## src/rtl/ring_reader_consts.svh

```systemverilog
// Ring reader sizing constants
// Widths of data lines, addresses and ring indices, and the size of the
// reorder buffer that sorts out-of-order memory responses

`ifndef RING_READER_CONSTS_SVH
`define RING_READER_CONSTS_SVH

// One data line as it comes back from host memory
`define RR_LINE_BITS 64

// Line address width on the memory request channel
`define RR_ADDR_BITS 32

// Ring index width, so the ring holds 64 lines
// The ring size has to stay a power of two because indices wrap naturally
`define RR_RING_IDX_BITS 6

// Number of reorder slots, which also bounds the reads in flight
`define RR_ROB_ENTRIES 8

// Width of a reorder slot index and of a memory request tag
`define RR_ROB_IDX_BITS 3

`endif

```

## src/rtl/ring_reader_pkg.sv

```systemverilog
// Ring reader shared types
// Data, address and index types used across the requester, the reorder
// buffer and the output stage, plus the reorder slot state

`include "ring_reader_consts.svh"

package ring_reader_pkg;

    // One line of ring buffer data
    typedef logic [`RR_LINE_BITS-1:0] line_t;

    // Line address in host memory
    typedef logic [`RR_ADDR_BITS-1:0] addr_t;

    // Ring slot index, wraps modulo the ring size
    typedef logic [`RR_RING_IDX_BITS-1:0] ring_idx_t;

    // Reorder slot index, sent with each read and returned with its response
    typedef logic [`RR_ROB_IDX_BITS-1:0] rob_tag_t;

    // Life cycle of one reorder slot
    // Free until allocated, waiting until its response lands, ready until taken
    typedef enum logic [1:0] {
        slot_free,
        slot_waiting,
        slot_ready
    } slot_state_t;

endpackage

```

## src/rtl/line_read_requester.sv

```systemverilog
// Line read requester
// Walks the ring from the last requested slot toward the host write pointer
// and issues one tagged memory read per unread line while the reorder
// buffer still has a free slot

`timescale 1ns/1ps

module line_read_requester
    import ring_reader_pkg::*;
(
    input  logic      clk,
    input  logic      reset,

    // Ring configuration and the host write pointer
    input  addr_t     base_addr,
    input  ring_idx_t newest_idx,

    // Slot allocation from the reorder buffer
    input  logic      rob_has_space,
    input  rob_tag_t  alloc_tag,
    output logic      alloc,

    // Tagged memory read request channel
    output logic      mem_req_valid,
    output addr_t     mem_req_addr,
    output rob_tag_t  mem_req_tag,
    input  logic      mem_req_ready
);

    // ==============================
    // Ring pointer
    // ==============================

    // Index of the next ring slot to request
    ring_idx_t next_idx;

    // High while the host has published lines that were not yet requested
    logic      has_unread;

    // The pointers are equal exactly when all published lines are requested
    // A full ring never looks empty here because the host stops short of
    // oldest_idx before it catches up
    assign has_unread = (next_idx != newest_idx);

    // ==============================
    // Request generation
    // ==============================

    // Ask for a line only when there is one to read and a slot to sort it in
    // The request is combinational so a new read can go out every cycle
    assign mem_req_valid = has_unread && rob_has_space;

    // The index is added to the base rather than replacing low address bits
    // That way the ring need not be aligned to its own size
    // Wrapping still relies on the ring size being a power of two
    assign mem_req_addr = base_addr + addr_t'(next_idx);

    // The tag names the reorder slot reserved for this read
    // It stays steady while valid is held because only a transfer moves it
    assign mem_req_tag = alloc_tag;

    // A slot is taken in the very cycle the read transfers
    assign alloc = mem_req_valid && mem_req_ready;

    // ==============================
    // Pointer update
    // ==============================

    // Step to the next ring slot on each accepted read
    // The pointer wraps from the last slot back to slot 0 on its own
    always_ff @(posedge clk)
    begin
        if (reset)
        begin
            next_idx <= '0;
        end
        else if (alloc)
        begin
            next_idx <= next_idx + 1'b1;
        end
    end

endmodule

```

## src/rtl/read_reorder_buffer.sv

```systemverilog
// Read reorder buffer
// Hands out slot tags in request order, stores memory responses by tag as
// they arrive in any order, and releases the lines in request order

`timescale 1ns/1ps

`include "ring_reader_consts.svh"

module read_reorder_buffer
    import ring_reader_pkg::*;
(
    input  logic     clk,
    input  logic     reset,

    // Allocation side, driven by the requester
    input  logic     alloc,
    output rob_tag_t alloc_tag,
    output logic     rob_has_space,

    // Memory responses, accepted in the cycle they appear
    input  logic     rsp_valid,
    input  rob_tag_t rsp_tag,
    input  line_t    rsp_data,

    // In-order release toward the output stage
    output logic     head_valid,
    output line_t    head_data,
    input  logic     head_take
);

    // Occupancy needs one more bit than a slot index to count a full buffer
    localparam int COUNT_BITS = `RR_ROB_IDX_BITS + 1;

    // ==============================
    // Slot bookkeeping
    // ==============================

    // Next slot to allocate, in request order
    rob_tag_t tail_idx;

    // Oldest allocated slot, the next one to release
    rob_tag_t head_idx;

    // Slots that are waiting or ready
    logic [COUNT_BITS-1:0] used_count;

    // State of every slot
    slot_state_t slot_state [`RR_ROB_ENTRIES];

    // Response payload, one line per slot
    line_t slot_data [`RR_ROB_ENTRIES];

    // The next tag is always the tail, slots are handed out strictly in order
    assign alloc_tag = tail_idx;

    // Requests stop once every slot has a read in flight or a line parked
    assign rob_has_space = (used_count != COUNT_BITS'(`RR_ROB_ENTRIES));

    // The head line may leave only after its own response is in
    // Younger slots that are already ready must wait behind it
    assign head_valid = (slot_state[head_idx] == slot_ready);
    assign head_data  = slot_data[head_idx];

    // ==============================
    // Pointers and occupancy
    // ==============================

    always_ff @(posedge clk)
    begin
        if (reset)
        begin
            tail_idx   <= '0;
            head_idx   <= '0;
            used_count <= '0;
        end
        else
        begin
            if (alloc)
            begin
                tail_idx <= tail_idx + 1'b1;
            end

            if (head_take)
            begin
                head_idx <= head_idx + 1'b1;
            end

            // An allocation and a release in one cycle leave the count alone
            if (alloc && !head_take)
            begin
                used_count <= used_count + 1'b1;
            end
            else if (!alloc && head_take)
            begin
                used_count <= used_count - 1'b1;
            end
        end
    end

    // ==============================
    // Slot state machine
    // ==============================

    // The three updates hit different slots in one cycle
    // Allocation takes a free slot, a response a waiting one, a take a ready one
    always_ff @(posedge clk)
    begin
        if (reset)
        begin
            for (int i = 0; i < `RR_ROB_ENTRIES; i++)
            begin
                slot_state[i] <= slot_free;
            end
        end
        else
        begin
            if (alloc)
            begin
                slot_state[tail_idx] <= slot_waiting;
            end

            if (rsp_valid)
            begin
                slot_state[rsp_tag] <= slot_ready;
            end

            if (head_take)
            begin
                slot_state[head_idx] <= slot_free;
            end
        end
    end

    // Response data lands in the slot named by its tag
    always_ff @(posedge clk)
    begin
        if (rsp_valid)
        begin
            slot_data[rsp_tag] <= rsp_data;
        end
    end

endmodule

```

## src/rtl/line_stream_out.sv

```systemverilog
// Line stream output stage
// A two-entry queue between the reorder buffer and the client stream, so
// client stalls never reach the buffer's head logic, plus the count of lines
// released that tells the host how far it may overwrite

`timescale 1ns/1ps

module line_stream_out
    import ring_reader_pkg::*;
(
    input  logic      clk,
    input  logic      reset,

    // Head of the reorder buffer
    input  logic      head_valid,
    input  line_t     head_data,
    output logic      head_take,

    // Client stream
    output logic      out_valid,
    output line_t     out_data,
    input  logic      out_ready,

    // First ring slot the host may not overwrite yet
    output ring_idx_t oldest_idx
);

    // Queue storage and its pointers
    line_t      q_data [2];
    logic       wr_ptr;
    logic       rd_ptr;
    logic [1:0] q_count;

    // Client handshake completes this cycle
    logic       out_pop;

    // Pull from the buffer whenever a line is there and the queue has room
    // A pop in the same cycle does not count, which keeps the path short
    assign head_take = head_valid && (q_count != 2'd2);

    assign out_valid = (q_count != 2'd0);
    assign out_data  = q_data[rd_ptr];
    assign out_pop   = out_valid && out_ready;

    // ==============================
    // Queue control
    // ==============================

    always_ff @(posedge clk)
    begin
        if (reset)
        begin
            wr_ptr  <= 1'b0;
            rd_ptr  <= 1'b0;
            q_count <= 2'd0;
        end
        else
        begin
            if (head_take)
                wr_ptr <= ~wr_ptr;
            if (out_pop)
                rd_ptr <= ~rd_ptr;

            // Push and pop together keep the fill level
            if (head_take && !out_pop)
                q_count <= q_count + 1'b1;
            else if (!head_take && out_pop)
                q_count <= q_count - 1'b1;
        end
    end

    // Taken lines are registered, so they show on the stream a cycle later
    always_ff @(posedge clk)
    begin
        if (head_take)
        begin
            q_data[wr_ptr] <= head_data;
        end
    end

    // ==============================
    // Oldest line pointer
    // ==============================

    // Counted as lines leave the buffer, which is far simpler than tracking
    // responses as they arrive out of order
    always_ff @(posedge clk)
    begin
        if (reset)
            oldest_idx <= '0;
        else if (head_take)
            oldest_idx <= oldest_idx + 1'b1;
    end

endmodule

```

## src/rtl/ring_reader_top.sv

```systemverilog
// Ring reader top level
// Streams ring buffer lines from host memory to the FPGA client in order,
// built from the read requester, the reorder buffer and the output stage

`timescale 1ns/1ps

module ring_reader_top
    import ring_reader_pkg::*;
(
    input  logic      clk,
    input  logic      reset,

    // Ring configuration and host write pointer
    input  addr_t     base_addr,
    input  ring_idx_t newest_idx,

    // Tagged memory request channel
    output logic      mem_req_valid,
    output addr_t     mem_req_addr,
    output rob_tag_t  mem_req_tag,
    input  logic      mem_req_ready,

    // Memory response channel, no back-pressure
    input  logic      mem_rsp_valid,
    input  rob_tag_t  mem_rsp_tag,
    input  line_t     mem_rsp_data,

    // Client stream and consumer pointer for the host
    output logic      out_valid,
    output line_t     out_data,
    input  logic      out_ready,
    output ring_idx_t oldest_idx
);

    // Requester and reorder buffer handshake
    logic     alloc;
    rob_tag_t alloc_tag;
    logic     rob_has_space;

    // Reorder buffer head toward the output stage
    logic     head_valid;
    line_t    head_data;
    logic     head_take;

    line_read_requester u_requester (
        .clk           (clk),
        .reset         (reset),
        .base_addr     (base_addr),
        .newest_idx    (newest_idx),
        .rob_has_space (rob_has_space),
        .alloc_tag     (alloc_tag),
        .alloc         (alloc),
        .mem_req_valid (mem_req_valid),
        .mem_req_addr  (mem_req_addr),
        .mem_req_tag   (mem_req_tag),
        .mem_req_ready (mem_req_ready)
    );

    read_reorder_buffer u_rob (
        .clk           (clk),
        .reset         (reset),
        .alloc         (alloc),
        .alloc_tag     (alloc_tag),
        .rob_has_space (rob_has_space),
        .rsp_valid     (mem_rsp_valid),
        .rsp_tag       (mem_rsp_tag),
        .rsp_data      (mem_rsp_data),
        .head_valid    (head_valid),
        .head_data     (head_data),
        .head_take     (head_take)
    );

    line_stream_out u_stream_out (
        .clk        (clk),
        .reset      (reset),
        .head_valid (head_valid),
        .head_data  (head_data),
        .head_take  (head_take),
        .out_valid  (out_valid),
        .out_data   (out_data),
        .out_ready  (out_ready),
        .oldest_idx (oldest_idx)
    );

endmodule

```

## config.mk

```make
export PLATFORM = sky130hd
export DESIGN_NAME = ring_reader_top
export DESIGN_NICKNAME = d
export VERILOG_FILES = /design/src/rtl/ring_reader_pkg.sv /design/src/rtl/line_read_requester.sv /design/src/rtl/read_reorder_buffer.sv /design/src/rtl/line_stream_out.sv /design/src/rtl/ring_reader_top.sv
export VERILOG_INCLUDE_DIRS = /design/src /design/src/rtl
export SDC_FILE = /design/constraint.sdc
export NUM_CORES = 1
export LEC_CHECK = 0
export ABC_AREA = 0
export BUFFER_PORTS_ARGS = -buffer_cell sky130_fd_sc_hd__buf_2
export CAP_MARGIN = 5
export CORE_UTILIZATION = 54
export DETAILED_ROUTE_END_ITERATION = 8
export HOLD_SLACK_MARGIN = 0.12
export PLACE_DENSITY_LB_ADDON = 0.2
export SLEW_MARGIN = 15
export SYNTH_ARGS = -nofsm -noshare
export SYNTH_HDL_FRONTEND = slang
export SYNTH_SLANG_ARGS = --single-unit
export TNS_END_PERCENT = 20
```

## constraint.sdc

```tcl
create_clock -name clk -period 5.75 [get_ports clk]
set_input_delay 0.2875 -clock clk [delete_from_list [all_inputs] [get_ports clk]]
set_output_delay 0.2875 -clock clk [all_outputs]
set_load 0.01 [all_outputs]
```

==> key figures <==
Power
  – Leak Pwr: 0.01035 µW
  – Maximum vdd drop: 0.0003012 V
  – Power density relative to cell area: 349.4 nW/µm²

Worst setup path
  – Slack of the worst reg-to-reg path: 2.22 ns
  – Crit. End Element: register
  – Type of the setup path with the least slack: register to register
  – Worst setup path end: u_rob.used_count[3]
  – Arrival time of the worst setup path: 4.03 ns
  – Endpoint of the worst register-to-register path: u_rob.used_count[3]
  – Kind of launch point of the worst setup path: register
  – Critical path fanouts, max: 34
  – Data required, critical path: 6.24 ns
  – Cell depth of the worst flop-to-flop path: 10

Place
  – Count of input and output buffers: 216
  – Dpl cells: 2155
  – Gpl congestion: 0.7624
  – Total placed instance area: 28770 µm²
  – Post-DP HPWL: 29630 µm

Clock network
  – Clock input transition at the sequential cells of the worst setup and hold paths: 0.06 ns
  – TritonCTS Sinks: 686
  – H-tree depth: 3
  – TritonCTS Buffers: 69
  – Number of buffers between clock root and the deepest sink: 3
  – Number of setup buffers added after CTS: 0
  – Clock latency on the worst-skew pair: 0.59 ns
  – CTS tree: done
  – Root buffer cell: clkbuf_16

Route
  – Vias per cell: 5.725
  – Vias: 13440
  – WL final: 54140 µm
  – Antenna-violating nets left: 0
  – Detailed-route DRC error count: 0
  – Number of DRC markers in iteration 0: 808
  – WL/cell: 23.07 µm
  – Number of iterations in the first detailed-routing pass: 5

Finish
  – Most common cell after layout, fill and taps aside: edfxtp_1
  – Area growth from synthesis to layout: 17.50%
  – Commonest cells after routing, fill and taps aside: edfxtp_1 (640), buf_2 (216), mux4_2 (130)
  – Final instance count without filler cells: 2347
  – Count of filler cells inserted in the layout: 3324
  – Final core occ: 64.44%
  – Fraction of layout cells with a size suffix above 1: 36.87%
  – Layout net count: 1754
  – Post-route cell area: 31540 µm²

Floorplanning
  – Count of standard-cell rows: 81
  – Top-level port count: 217
  – Initial Utilization: 54.84%
  – Core Footprint: 48950 µm²
  – Die height: 225.0 µm
  – Horizontal die dimension: 225.0 µm
  – Total die area: 50610 µm²

STA
  – Crit share post-route: 61.47%
  – Pin slew with the least headroom to its limit: 0.9992 ns
  – Max transition margin: 33.38%
  – Final-layout worst hold slack: 0.1362 ns
  – Clock period minus final worst setup slack: 3.534 ns
  – Unrepaired setup endpoints after global routing: no
  – Total setup violations reported at the end of the flow: 0
  – Max Transition Viols Final: 0
  – Number of failing hold endpoints at the final stage: 0
  – TNS Setup: 0 ns
  – Fmax: 282.9 MHz
  – Maximum clock skew at final layout: 0.02729 ns

Synth
  – Number of warnings printed during yosys synthesis: 0
  – Yosys cell types: 53
  – Mapped Nets: 1435
  – Post-synthesis async set-or-reset flop share: 0%
  – EDFF count, synth: 640
  – Cells after Synth: 1309
  – Most common flop cell mapped by yosys: edfxtp_1
  – Total of flip-flops plus latches after synthesis: 686
  – Sequential-to-total area share from yosys stat: 75.02%
  – Cell area after synthesis: 26840 µm²
  – Average size of a mapped cell: 20.51 µm²

GRT
  – Largest net degree at the start of global routing: 55
  – Total grt overflow: 0
  – Wire length of the first global-routing pass: 81530 µm
  – Initial antenna violation count: 5
  – Total routing usage reported by global routing: 21.80%
  – Vias in the first global route: 14000

Status
  – Run status: complete, no violations

Worst hold path
  – Hold Crit Class: input pin to register
  – Worst Min Path Start: out_ready

Run
  – Max cap viols: 0
metal layers:
| metal | vias to the layer above | track usage [%] | part of all wire (%) |
|---|---|---|---|
| li1 | 5983 | - | - |
| met1 | 7015 | 28.02 | 42 |
| met2 | 343 | 37.50 | 51 |
| met3 | 93 | 3.937 | 4.6 |
| met4 | 2 | 7.527 | 2.2 |
| met5 | - | 0 | 0.026 |
worst min path at each step:
stage | end | slack, ns | depth (start not counted)
after global placement | u_stream_out.oldest_idx[5] | 0.48 | 2
final | register | 0.14 | 4
after CTS | register | 0.13 | 4
after floorplan | u_rob.slot_data[0][0] | 0.39 | 0
after detailed placement | u_stream_out.oldest_idx[5] | 0.49 | 2
after global routing | register | 0.14 | 4
kinds of logic after synthesis:
group	after synthesis	share of synthesized area, %
buffers and inverters	73	1.147
and+or+nand+nor	158	3.528
DFF	686	75.02
xor gates and xnor gates	45	1.468
muxes	261	16.39
adders and majority gates	16	0.8017
AOI/OAI and AO/OA	70	1.645
layout make-up:
class / instances / area [µm²] / share of cell area, %
repair buffers: 307 / 1929 / 6.117
multi-input cells: 550 / 6466 / 20.50
flip-flops and latches: 686 / 20150 / 63.90
well taps: 664 / 830.8 / 2.634
inverters: 14 / 53.80 / 0.1706
diodes: 4 / 10.01 / 0.03173
clock inverters: 36 / 264.0 / 0.8370
clock buffers: 86 / 1833 / 5.811
synth_stat cells, types with 4 or more instances:
library cell	count	share of area, %
o21ai_0	14	0.26
mux2_2	128	5.4
nand2b_1	9	0.21
xnor2_1	18	0.59
nor4_2	7	0.33
o22ai_1	6	0.14
a31oi_1	6	0.14
buf_2	18	0.34
clkbuf_1	31	0.43
and4_1	5	0.16
a21o_1	5	0.14
nor2_1	31	0.43
dfxtp_1	46	3.4
or3_1	10	0.23
buf_1	8	0.11
a21oi_1	25	0.47
nor2b_1	10	0.23
nand2_1	24	0.34
nor3_1	17	0.32
xor2_1	27	0.88
mux4_2	130	11
o211ai_1	4	0.11
edfxtp_1	640	72
nor4_1	4	0.093
nand3_1	15	0.28
ha_1	14	0.65
inv_1	13	0.18
nand4_1	6	0.14
sequential cells by signal, indices dropped and copies added, names as in the netlist, named ones only:
name and flops:
u_stream_out.rd_ptr 1, u_stream_out.wr_ptr 1, u_rob.alloc_tag 3, u_rob.used_count 4
u_rob.slot_data 512, u_requester.next_idx 6, u_rob.head_idx 3, u_rob.slot_state 16
u_stream_out.oldest_idx 6, u_stream_out.q_data 128, u_stream_out.q_count 2
stage by stage:
stage / worst slack, ns / total power [µW]
2_1_floorplan: 0.2836 / 6472
3_5_place_dp: 2.228 / 6892
6_report: 2.216 / 11020
5_1_grt: 1.987 / 11380
3_3_place_gp: 2.278 / 6859
4_1_cts: 2.194 / 11130
worst max-delay path: stages (launching register included):
cell	delay, ns
dfxtp_4	0.70
mux4_2	0.42
a2bb2oi_4	0.70
ha_1	0.33
inv_1	0.10
ha_1	0.27
a21o_1	0.18
a21oi_1	0.19
xnor2_1	0.10
or3_1	0.31
a21oi_1	0.14
power breakdown:
group	internal, µW	leakage (µW)	switching (µW)
Clock	2430	0.00103	1780
Combinational	495	0.00314	568
Sequential	5640	0.00618	110
repair_timing:
action / in CTS / in global routing
resized for setup: 0 / 0
hold endpoints to repair: 513 / 0
hold buffers: 66 / 0
(Power assumes the default switching activity.)
